<file path="config.mk">
export PLATFORM = sky130hd
export DESIGN_NAME = sdramCtrl
export DESIGN_NICKNAME = d
export VERILOG_FILES = /design/src/hw/sdramPkg.sv /design/src/hw/sdramReqIf.sv /design/src/hw/sdramCtrl.sv /design/src/hw/sdramSequencer.sv /design/src/hw/refreshScheduler.sv /design/src/hw/apbHostPort.sv
export SDC_FILE = /design/constraint.sdc
export NUM_CORES = 1
export LEC_CHECK = 0
export BUFFER_PORTS_ARGS = -buffer_cell sky130_fd_sc_hd__buf_4
export CORE_MARGIN = 2
export CORE_UTILIZATION = 45
export CTS_CLUSTER_SIZE = 20
export DETAILED_ROUTE_END_ITERATION = 8
export PLACE_DENSITY = 0.71
export SLEW_MARGIN = 0
export SYNTH_ARGS = -nofsm -noshare
export SYNTH_HDL_FRONTEND = slang
export SYNTH_SLANG_ARGS = --single-unit
</file>
<file path="constraint.sdc">
create_clock -name Clock -period 4.4 [get_ports Clock]
set_input_delay 0.44 -clock Clock [delete_from_list [all_inputs] [get_ports Clock]]
set_output_delay 0.44 -clock Clock [all_outputs]
set_load 0.005 [all_outputs]
</file>
<file path="src/hw/sdramPkg.sv">
package sdramPkg;

	//////////////////////////////
	// commands as {cs, ras, cas, we}, all active low
	//////////////////////////////
	typedef enum logic [3:0] {
		deselect    = 4'b1111,        // chip not selected
		nop         = 4'b0111,        // selected, no operation
		activate    = 4'b0011,        // open a row in a bank
		read        = 4'b0101,        // column read, a10 = auto precharge
		write       = 4'b0100,        // column write, a10 = auto precharge
		precharge   = 4'b0010,        // close rows, a10 = all banks
		autoRefresh = 4'b0001,        // cbr refresh
		loadMode    = 4'b0000         // mode register set
	} sdramCmdE;

	typedef enum logic [3:0] {
		powerUp,                      // cke low, waiting for supply and clock to settle
		firstNop,                     // cke goes high with a nop
		prechargeInit,                // precharge all before the init refreshes
		refreshInit,                  // one of the init auto refreshes
		loadModeReg,                  // program burst length and cas latency
		idle,                         // wait for refresh or host request
		refreshPrecharge,             // close all banks before a periodic refresh
		refreshIssue,                 // periodic auto refresh
		activateRow,                  // row open, not used as a resting state
		readCmd,                      // read with auto precharge
		writeCmd,                     // write with auto precharge
		waitDelay,                    // shared timed wait, then return state
		finish                        // access complete, done pulse
	} seqStateE;

	//////////////////////////////
	// address fields, host word address is {bank, row, col}
	//////////////////////////////
	localparam int BankBits = 2;
	localparam int RowBits  = 13;
	localparam int ColBits  = 10;
	localparam int AddrBits = BankBits + RowBits + ColBits;   // 25
	localparam int DataBits = 16;

	// device timing in clock cycles
	localparam int CasLatency    = 2;
	localparam int TRp           = 3;                         // precharge to next command
	localparam int TRcd          = 2;                         // activate to read or write
	localparam int TRfc          = 7;                         // refresh to next command
	localparam int TMrd          = 2;                         // mode load to next command
	localparam int InitRefreshes = 8;

	// burst length 1, sequential, cas latency 2
	localparam logic [RowBits-1:0] ModeWord = 13'd32;
	localparam int AutoPrechargeBit = 10;

endpackage
</file>
<file path="src/hw/sdramReqIf.sv">
interface sdramReqIf import sdramPkg::*; ();

	logic                req;      // held high until done
	logic                write;    // 1 = write, 0 = read
	logic [AddrBits-1:0] addr;     // word address {bank, row, col}
	logic [DataBits-1:0] wData;    // write data, stable while req
	logic [DataBits-1:0] rData;    // read data, valid in the done cycle
	logic                done;     // one cycle completion pulse

	// host side drives the request fields
	modport host (
		output req, write, addr, wData,
		input  rData, done
	);

	// sequencer side answers
	modport seq (
		input  req, write, addr, wData,
		output rData, done
	);

endinterface

</file>
<file path="src/hw/sdramCtrl.sv">
module sdramCtrl import sdramPkg::*; #(
	parameter int PowerUpCycles = 4920,
	parameter int RefreshCycles = 375
) (
	input  logic                Clock,
	input  logic                Reset_L,
	// apb slave
	input  logic                pSel,
	input  logic                pEnable,
	input  logic                pWrite,
	input  logic [AddrBits-1:0] pAddr,
	input  logic [DataBits-1:0] pWData,
	output logic [DataBits-1:0] pRData,
	output logic                pReady,
	output logic                initDone,
	// sdram device
	output logic                sdramCke,
	output logic                sdramCsL,
	output logic                sdramRasL,
	output logic                sdramCasL,
	output logic                sdramWeL,
	output logic [RowBits-1:0]  sdramAddr,
	output logic [BankBits-1:0] sdramBa,
	output logic                sdramDqm,
	output logic [DataBits-1:0] dqOut,
	output logic                dqOe,
	input  logic [DataBits-1:0] dqIn
);

	logic refreshPending;          // scheduler asks for a refresh
	logic refreshAck;              // sequencer has taken it

	sdramReqIf reqBus ();          // host port to sequencer

	apbHostPort i_apbHostPort (
		.Clock   (Clock),
		.Reset_L (Reset_L),
		.pSel    (pSel),
		.pEnable (pEnable),
		.pWrite  (pWrite),
		.pAddr   (pAddr),
		.pWData  (pWData),
		.pRData  (pRData),
		.pReady  (pReady),
		.bus     (reqBus.host)
	);

	refreshScheduler #(
		.RefreshCycles (RefreshCycles)
	) i_refreshScheduler (
		.Clock          (Clock),
		.Reset_L        (Reset_L),
		.initDone       (initDone),
		.refreshAck     (refreshAck),
		.refreshPending (refreshPending)
	);

	sdramSequencer #(
		.PowerUpCycles (PowerUpCycles)
	) i_sdramSequencer (
		.Clock          (Clock),
		.Reset_L        (Reset_L),
		.bus            (reqBus.seq),
		.refreshPending (refreshPending),
		.refreshAck     (refreshAck),
		.initDone       (initDone),
		.sdramCke       (sdramCke),
		.sdramCsL       (sdramCsL),
		.sdramRasL      (sdramRasL),
		.sdramCasL      (sdramCasL),
		.sdramWeL       (sdramWeL),
		.sdramAddr      (sdramAddr),
		.sdramBa        (sdramBa),
		.sdramDqm       (sdramDqm),
		.dqOut          (dqOut),
		.dqOe           (dqOe),
		.dqIn           (dqIn)
	);

endmodule

</file>
<file path="src/hw/sdramSequencer.sv">
module sdramSequencer import sdramPkg::*; #(
	parameter int PowerUpCycles = 4920
) (
	input  logic                Clock,
	input  logic                Reset_L,
	sdramReqIf.seq              bus,
	input  logic                refreshPending,
	output logic                refreshAck,
	output logic                initDone,
	output logic                sdramCke,
	output logic                sdramCsL,
	output logic                sdramRasL,
	output logic                sdramCasL,
	output logic                sdramWeL,
	output logic [RowBits-1:0]  sdramAddr,
	output logic [BankBits-1:0] sdramBa,
	output logic                sdramDqm,
	output logic [DataBits-1:0] dqOut,
	output logic                dqOe,
	input  logic [DataBits-1:0] dqIn
);

	localparam int DelayBits  = $clog2(PowerUpCycles);       // longest wait is power up
	localparam int RefCntBits = $clog2(InitRefreshes);
	localparam logic [RowBits-1:0] PrechargeAllAddr = RowBits'(1) << AutoPrechargeBit;

	seqStateE             state, stateNext;
	seqStateE             retState, retNext;   // where waitDelay goes when the count hits zero
	logic [DelayBits-1:0] delayCnt;
	logic [DelayBits-1:0] delayVal;
	logic                 delayLoad;
	logic [RefCntBits-1:0] initRefCnt;        // init refreshes issued so far
	logic                 powerDone;          // cke is up for good
	logic [CasLatency:0]  rdPipe;             // read command travelling toward the sample edge

	sdramCmdE             cmdNext;
	logic [RowBits-1:0]   addrNext;
	logic [BankBits-1:0]  baNext;
	logic                 ckeNext;

	logic [BankBits-1:0]  reqBank;
	logic [RowBits-1:0]   reqRow;
	logic [ColBits-1:0]   reqCol;
	logic [RowBits-1:0]   colAddr;            // column plus auto precharge bit

	// cycles from the current state to the return state, minimum two
	function automatic logic [DelayBits-1:0] waitCount(input int cycles);
		return DelayBits'(cycles - 2);
	endfunction

	assign {reqBank, reqRow, reqCol} = bus.addr;

	always_comb begin
		colAddr                   = '0;
		colAddr[ColBits-1:0]      = reqCol;
		colAddr[AutoPrechargeBit] = 1'b1;  // close the row after the single word
	end

	assign refreshAck = (state == idle) && refreshPending;  // refresh wins over a request
	assign bus.done   = (state == finish);
	assign ckeNext    = powerDone || (state == firstNop);

	//////////////////////////////
	// next state and command
	//////////////////////////////
	always_comb begin
		stateNext = state;
		cmdNext   = nop;
		addrNext  = '0;
		baNext    = '0;
		delayLoad = 1'b0;
		delayVal  = '0;
		retNext   = retState;
		case (state)
			powerUp: begin
				cmdNext   = deselect;
				delayLoad = 1'b1;
				delayVal  = waitCount(PowerUpCycles);
				retNext   = firstNop;
				stateNext = waitDelay;
			end
			firstNop: stateNext = prechargeInit;
			prechargeInit: begin
				cmdNext   = precharge;
				addrNext  = PrechargeAllAddr;
				delayLoad = 1'b1;
				delayVal  = waitCount(TRp);
				retNext   = refreshInit;
				stateNext = waitDelay;
			end
			refreshInit: begin
				cmdNext   = autoRefresh;
				delayLoad = 1'b1;
				delayVal  = waitCount(TRfc);
				retNext   = (initRefCnt == RefCntBits'(InitRefreshes - 1)) ? loadModeReg
				                                                          : refreshInit;
				stateNext = waitDelay;
			end
			loadModeReg: begin
				cmdNext   = loadMode;
				addrNext  = ModeWord;                     // ba stays 0
				delayLoad = 1'b1;
				delayVal  = waitCount(TMrd);
				retNext   = idle;
				stateNext = waitDelay;
			end
			idle: begin
				if (refreshPending) begin
					stateNext = refreshPrecharge;
				end else if (bus.req) begin
					stateNext = activateRow;
				end
			end
			refreshPrecharge: begin
				cmdNext   = precharge;
				addrNext  = PrechargeAllAddr;
				delayLoad = 1'b1;
				delayVal  = waitCount(TRp);
				retNext   = refreshIssue;
				stateNext = waitDelay;
			end
			refreshIssue: begin
				cmdNext   = autoRefresh;
				delayLoad = 1'b1;
				delayVal  = waitCount(TRfc);
				retNext   = idle;
				stateNext = waitDelay;
			end
			activateRow: begin
				cmdNext   = activate;
				addrNext  = reqRow;
				baNext    = reqBank;
				delayLoad = 1'b1;
				delayVal  = waitCount(TRcd);
				retNext   = bus.write ? writeCmd : readCmd;
				stateNext = waitDelay;
			end
			readCmd: begin
				cmdNext   = read;
				addrNext  = colAddr;
				baNext    = reqBank;
				delayLoad = 1'b1;
				delayVal  = waitCount(CasLatency + TRp);  // data in, then row precharged
				retNext   = finish;
				stateNext = waitDelay;
			end
			writeCmd: begin
				cmdNext   = write;
				addrNext  = colAddr;
				baNext    = reqBank;
				delayLoad = 1'b1;
				delayVal  = waitCount(TRp + 1);           // write recovery plus precharge
				retNext   = finish;
				stateNext = waitDelay;
			end
			waitDelay: begin
				cmdNext = powerDone ? nop : deselect;    // nothing but deselect before cke
				if (delayCnt == '0)
					stateNext = retState;
			end
			finish: stateNext = idle;
			default: stateNext = powerUp;
		endcase
	end

	//////////////////////////////
	// control registers
	//////////////////////////////
	always_ff @(posedge Clock or negedge Reset_L) begin
		if (!Reset_L) begin
			state      <= powerUp;
			retState   <= powerUp;
			delayCnt   <= '0;
			initRefCnt <= '0;
			powerDone  <= 1'b0;
			rdPipe     <= '0;
		end else begin
			state    <= stateNext;
			retState <= retNext;
			if (delayLoad)
				delayCnt <= delayVal;
			else if (state == waitDelay && delayCnt != '0)
				delayCnt <= delayCnt - 1'b1;
			if (state == refreshInit)
				initRefCnt <= initRefCnt + 1'b1;
			if (state == firstNop)
				powerDone <= 1'b1;
			rdPipe <= {rdPipe[CasLatency-1:0], state == readCmd};
		end
	end

	// registered pins, one cycle behind the deciding state
	always_ff @(posedge Clock or negedge Reset_L) begin
		if (!Reset_L) begin
			sdramCke  <= 1'b0;
			{sdramCsL, sdramRasL, sdramCasL, sdramWeL} <= deselect;
			sdramAddr <= '0;
			sdramBa   <= '0;
			sdramDqm  <= 1'b1;
			dqOut     <= '0;
			dqOe      <= 1'b0;
			initDone  <= 1'b0;
		end else begin
			sdramCke  <= ckeNext;
			{sdramCsL, sdramRasL, sdramCasL, sdramWeL} <= cmdNext;
			sdramAddr <= addrNext;
			sdramBa   <= baNext;
			sdramDqm  <= !ckeNext;                      // both bytes live once clocked
			dqOut     <= (state == writeCmd) ? bus.wData : '0;
			dqOe      <= (state == writeCmd);           // drive only with the write command
			initDone  <= initDone || (state == idle);
		end
	end

	// read data is taken CasLatency edges after the device registers the read command
	always_ff @(posedge Clock) begin
		if (rdPipe[CasLatency])
			bus.rData <= dqIn;
	end

	// a clock-disabled device must see no real command
	ckeLowIdle: assert property (@(posedge Clock) disable iff (!Reset_L)
		!sdramCke |-> ({sdramCsL, sdramRasL, sdramCasL, sdramWeL} inside {nop, deselect}))
		else $error("command issued while sdramCke is low");

endmodule

</file>
<file path="src/hw/refreshScheduler.sv">
module refreshScheduler #(
	parameter int RefreshCycles = 375
) (
	input  logic Clock,
	input  logic Reset_L,
	input  logic initDone,
	input  logic refreshAck,
	output logic refreshPending
);

	localparam int CntBits = $clog2(RefreshCycles);          // holds RefreshCycles - 1

	logic [CntBits-1:0] count;     // cycles left in the current interval

	//////////////////////////////
	// interval counter
	//////////////////////////////
	always_ff @(posedge Clock or negedge Reset_L) begin
		if (!Reset_L) begin
			count          <= CntBits'(RefreshCycles - 1);
			refreshPending <= 1'b0;
		end else if (refreshAck) begin
			count          <= CntBits'(RefreshCycles - 1);  // new interval from the ack
			refreshPending <= 1'b0;
		end else if (initDone && !refreshPending) begin
			if (count == '0)
				refreshPending <= 1'b1;                       // held until the sequencer acks
			else
				count <= count - 1'b1;
		end
	end

	// the sequencer may only ack a refresh that was asked for
	ackNeedsPending: assert property (@(posedge Clock) disable iff (!Reset_L)
		refreshAck |-> refreshPending)
		else $error("refreshAck without refreshPending");

endmodule

</file>
<file path="src/hw/apbHostPort.sv">
module apbHostPort import sdramPkg::*; (
	input  logic                Clock,
	input  logic                Reset_L,
	input  logic                pSel,
	input  logic                pEnable,
	input  logic                pWrite,
	input  logic [AddrBits-1:0] pAddr,
	input  logic [DataBits-1:0] pWData,
	output logic [DataBits-1:0] pRData,
	output logic                pReady,
	sdramReqIf.host             bus
);

	logic accessStart;             // first access cycle of a transfer not yet served

	// req and pReady both block a restart while the same transfer is still in its access phase
	assign accessStart = pSel && pEnable && !bus.req && !pReady;

	//////////////////////////////
	// request and ready handshake
	//////////////////////////////
	always_ff @(posedge Clock or negedge Reset_L) begin
		if (!Reset_L) begin
			bus.req <= 1'b0;
			pReady  <= 1'b0;
		end else begin
			pReady <= bus.done;        // ready lands the cycle after done
			if (accessStart)
				bus.req <= 1'b1;       // raise one cycle into the access phase
			else if (bus.done)
				bus.req <= 1'b0;       // drop right after completion
		end
	end

	// request fields, held stable until done
	always_ff @(posedge Clock) begin
		if (accessStart) begin
			bus.write <= pWrite;
			bus.addr  <= pAddr;
			bus.wData <= pWData;
		end
	end

	// read data latch, holds past the ready cycle
	always_ff @(posedge Clock) begin
		if (bus.done && !bus.write)
			pRData <= bus.rData;
	end

	// ready belongs to an access phase, so a host that drops pEnable early is caught here
	readyInAccess: assert property (@(posedge Clock) disable iff (!Reset_L)
		pReady |-> (pSel && pEnable))
		else $error("pReady outside an APB access phase");

endmodule

</file>
==> results.md <==
* Run status: completed
* Setup bufs post-CTS at 0
* Fmax at 372 MHz
* Required arrival time at the worst endpoint at 4.70 ns
* Filler cell count at 1,026
* Worst-case reg-to-reg path depth at 4
* Worst Tran Pin Value at 0.999 ns
* Post-Syn Instances at 436
* Count of inserted antenna diode cells at 0
* Number of placement rows at 41
* Final hold violations at 0
* Period utilization at 0.610
* Type of the most critical hold path: in -> async
* Leading cell type in the layout, fill and taps excluded: sky130_fd_sc_hd__buf_4
* Worst hold slack after final layout at 0.187 ns
* Commonest non-fill, non-tap cells in the layout: sky130_fd_sc_hd__buf_4, sky130_fd_sc_hd__edfxtp_1, sky130_fd_sc_hd__dfrtp_1
* Number of nets in the layout at 626
* Clock slew at the register clock pins of the worst setup and hold paths at 0.06 ns
* Starting Density at 0.466
* DRT Wirelength at 11.6 mm
* Count of buffers from port buffering at 117
* Number of pins with negative max-slew slack in the final report at 0
* Master of the slowest instance on the critical path: sky130_fd_sc_hd__dfrtp_1
* Net count of the mapped netlist at 503
* Routed WL per cell at 15.6 um
* Maximum net fanout on the critical path at 24
* Type of the setup path with the least slack: reg -> reg
* Total of endpoints with negative setup slack in the final report at 0
* Gates resized, CTS repair at 0
* Predominant post-synthesis flop cell: sky130_fd_sc_hd__edfxtp_1
* Setup slack of the most critical reg-to-reg path at 1.72 ns
* I/O Pins at 118
* Detail Placement HPWL at 7.75 mm
* Clock power share at 0.473
* Avg Inst Size Synth at 13.6 um^2
* Number of synthesized flops with an enable pin at 74
* Number of remaining DRC errors at 0
* Clock net sink count at 153
* Power density over cell area at 397 nW/um^2
* Cell internal pwr at 2.44 mW
* Post-route ant nets at 0
* Proportion of synthesized flip-flops having asynchronous set or reset at 0.516
* First drt pass iteration count at 5
* Core footprint at 12,700 um^2
* Buf+Inv Stages, Crit Path at 0
* Setup crit end: i_sdramSequencer.delayCnt[3]
* Flip-flop and latch count after synthesis at 153
* Worst slew margin relative to its limit at 0.334
* Chip height at 119 um
* Worst stage delay on the critical path at 0.75 ns
* Worst Clk Skew at 0.00919 ns
* RSZ-0062 raised after global routing: false
* Netlist Area Pre-Place at 5930 um^2
* Wire length of the first global-routing pass at 19.0 mm
* Flop pwr share at 0.504
* Kind of launch point of the worst setup path: register
* Maximum vdd drop at 276 uV
* First-iteration detailed-routing DRC count at 209
* Pin count of the biggest net entering global routing at 80
* Cell taking the most area after synthesis: sky130_fd_sc_hd__edfxtp_1
* Yosys warning count at 0
* Cells taking the most area after synthesis: sky130_fd_sc_hd__edfxtp_1, sky130_fd_sc_hd__dfrtp_1, sky130_fd_sc_hd__dfstp_2, sky130_fd_sc_hd__nor2_1, sky130_fd_sc_hd__mux2i_1
* Clock period minus worst slack at 2.68 ns
* Total Die Area at 14,100 um^2
* CTS tree: yes
* Logic depth of the worst path, buffers included at 4
* Fraction of power consumed by combinational cells at 0.022
* Bufs on Longest Clock Path at 2
* Timing startpoint of the critical path: i_sdramSequencer.state[3]
* Die width at 119 um
* Area growth syn-to-layout at 28.2%
* Clock root buffer: sky130_fd_sc_hd__clkbuf_16
* CTS Buf Count at 17
* Leakage power summed over all cells at 3.35 nW
* Sequential cell area fraction in the yosys report at 0.711
* Max Cap Violations at 0
* Number of antenna violations at the first check in global routing at 0
* Count of different cell masters after synthesis at 65
* Count of vias placed by the detailed router at 3,910
* Nature of the critical path endpoint: register
* GRT Resource Usage Total at 0.175
* Via density per instance at 5.26
* Accumulated negative setup slack at 0 ns
* RePlAce Congestion at 0.905
* Cell chain of the critical path: nand2b_1 > a311o_1 > or4_1 > mux2i_1
* Hold bufs inserted after CTS at 0
* Vias in the first global route at 3,784
* Worst r2r src: i_sdramSequencer.state[3]
* Switching share of power at 0.192
* Share of cells above drive strength 1 at 0.315
* Number of H-tree branching levels at 4
* Worst skew pair latency at 0.42 ns
* Terminus of the critical flop-to-flop path: i_sdramSequencer.delayCnt[3]
* Net switching power at 0.578 mW
* Total global routing overflow at 0
* Data arrival time at the worst-slack endpoint at 2.98 ns
* Share of the synthesized area in the top cell type at 0.375
* Crit path max-delay family: simple AND/OR/NAND/NOR gates
==> final cells by class <==
class                           count  area [um^2]  share of cell area
Tap cell                          172          215              0.0283
Sequential cell                   153         4210               0.555
Clock inverter                      6         46.3             0.00609
Clock buffer                       26          563              0.0741
Timing Repair Buffer              121          908               0.120
Inverter                           15         56.3             0.00741
Multi-Input combinational cell    251         1590               0.210
==> synthesized netlist by cell type (3+ instances only) <==
master                     instances
sky130_fd_sc_hd__a21o_1            3
sky130_fd_sc_hd__a21oi_1          22
sky130_fd_sc_hd__a31o_2            3
sky130_fd_sc_hd__a31oi_1           4
sky130_fd_sc_hd__and2_1           16
sky130_fd_sc_hd__and3_1            5
sky130_fd_sc_hd__buf_2             4
sky130_fd_sc_hd__clkbuf_1         11
sky130_fd_sc_hd__dfrtp_1          68
sky130_fd_sc_hd__dfstp_2          11
sky130_fd_sc_hd__edfxtp_1         74
sky130_fd_sc_hd__ha_1              5
sky130_fd_sc_hd__inv_1            14
sky130_fd_sc_hd__mux2i_1          14
sky130_fd_sc_hd__nand2_1          25
sky130_fd_sc_hd__nand2b_1          5
sky130_fd_sc_hd__nand3_1           8
sky130_fd_sc_hd__nor2_1           38
sky130_fd_sc_hd__nor3_1           10
sky130_fd_sc_hd__nor4_1            5
sky130_fd_sc_hd__o211ai_1          6
sky130_fd_sc_hd__o21a_1            3
sky130_fd_sc_hd__o21ai_0          17
sky130_fd_sc_hd__o22ai_1           3
sky130_fd_sc_hd__o31ai_1           4
sky130_fd_sc_hd__or2_2             3
sky130_fd_sc_hd__or3_1             4
sky130_fd_sc_hd__or4_1             3
sky130_fd_sc_hd__xor2_1            3
==> power by group through the flow <==
stage	combinational, mW	clock (mW)	sequential (mW)
final	0.0673	1.43	1.52
after detailed placement	0.0692	0	1.55
after CTS	0.0694	1.46	1.52
after global routing	0.0757	1.52	1.52
after floorplan	0.00923	0	1.55
after global placement	0.0670	0	1.55
==> worst register-to-register path: cells and delay by family, from the launching register on <==
kind             cells  cell delay, ns
AND/OR/NAND/NOR      2            1.03
flip-flops           1            0.75
AO/OA/AOI/OAI        1            0.65
multiplexers         1            0.14
==> how the worst min path moves through the flow <==
stage	cells after the start	endpoint
after floorplan	0	i_apbHostPort.bus.req
after global placement	0	i_sdramSequencer.rdPipe[2]
after detailed placement	0	i_sdramSequencer.rdPipe[2]
after CTS	1	i_apbHostPort.bus.wData[11]
after global routing	1	i_apbHostPort.bus.addr[1]
final	1	i_refreshScheduler.count[3]
==> routing by layer <==
layer	track usage	routed length (um)	vias to the layer above
li1	-	-	1847
met1	0.221	5020	1916
met2	0.279	5690	131
met3	0.0492	677	16
met4	0.0841	193	0
met5	0	0	-
==> cells by family after synthesis <==
group,Yosys count,synth area share
AOI/OAI and AO/OA,88,0.0992
and+or+nand+nor,138,0.125
adders and majority gates,5,0.0106
muxes,16,0.0274
xor gates and xnor gates,4,0.00591
buffers and inverters,32,0.0211
DFF,153,0.711
==> metrics by stage <==
step	total power [mW]	cells	setup WS [ns]	area, um^2	utilization
after global placement	1.62	712	1.86	6990	0.549
after floorplan	1.56	436	0.501	5930	-
after CTS	3.05	744	1.75	7600	0.597
final	3.02	744	1.72	7600	0.597
after global routing	3.12	744	1.53	7600	0.597
after detailed placement	1.62	712	1.76	6990	0.549
==> sequential cells by signal (all words and copies together), names as in the netlist, 2 cells and up <==
name,count
i_apbHostPort.bus.addr,25
i_apbHostPort.bus.wData,16
i_apbHostPort.pRData,16
i_refreshScheduler.count,9
i_sdramSequencer.bus.rData,16
i_sdramSequencer.delayCnt,13
i_sdramSequencer.dqOut,16
i_sdramSequencer.initRefCnt,3
i_sdramSequencer.rdPipe,3
i_sdramSequencer.retState,4
i_sdramSequencer.sdramAddr,13
i_sdramSequencer.sdramBa,2
i_sdramSequencer.state,4
Note: power is estimated with default switching activity, not from simulation.
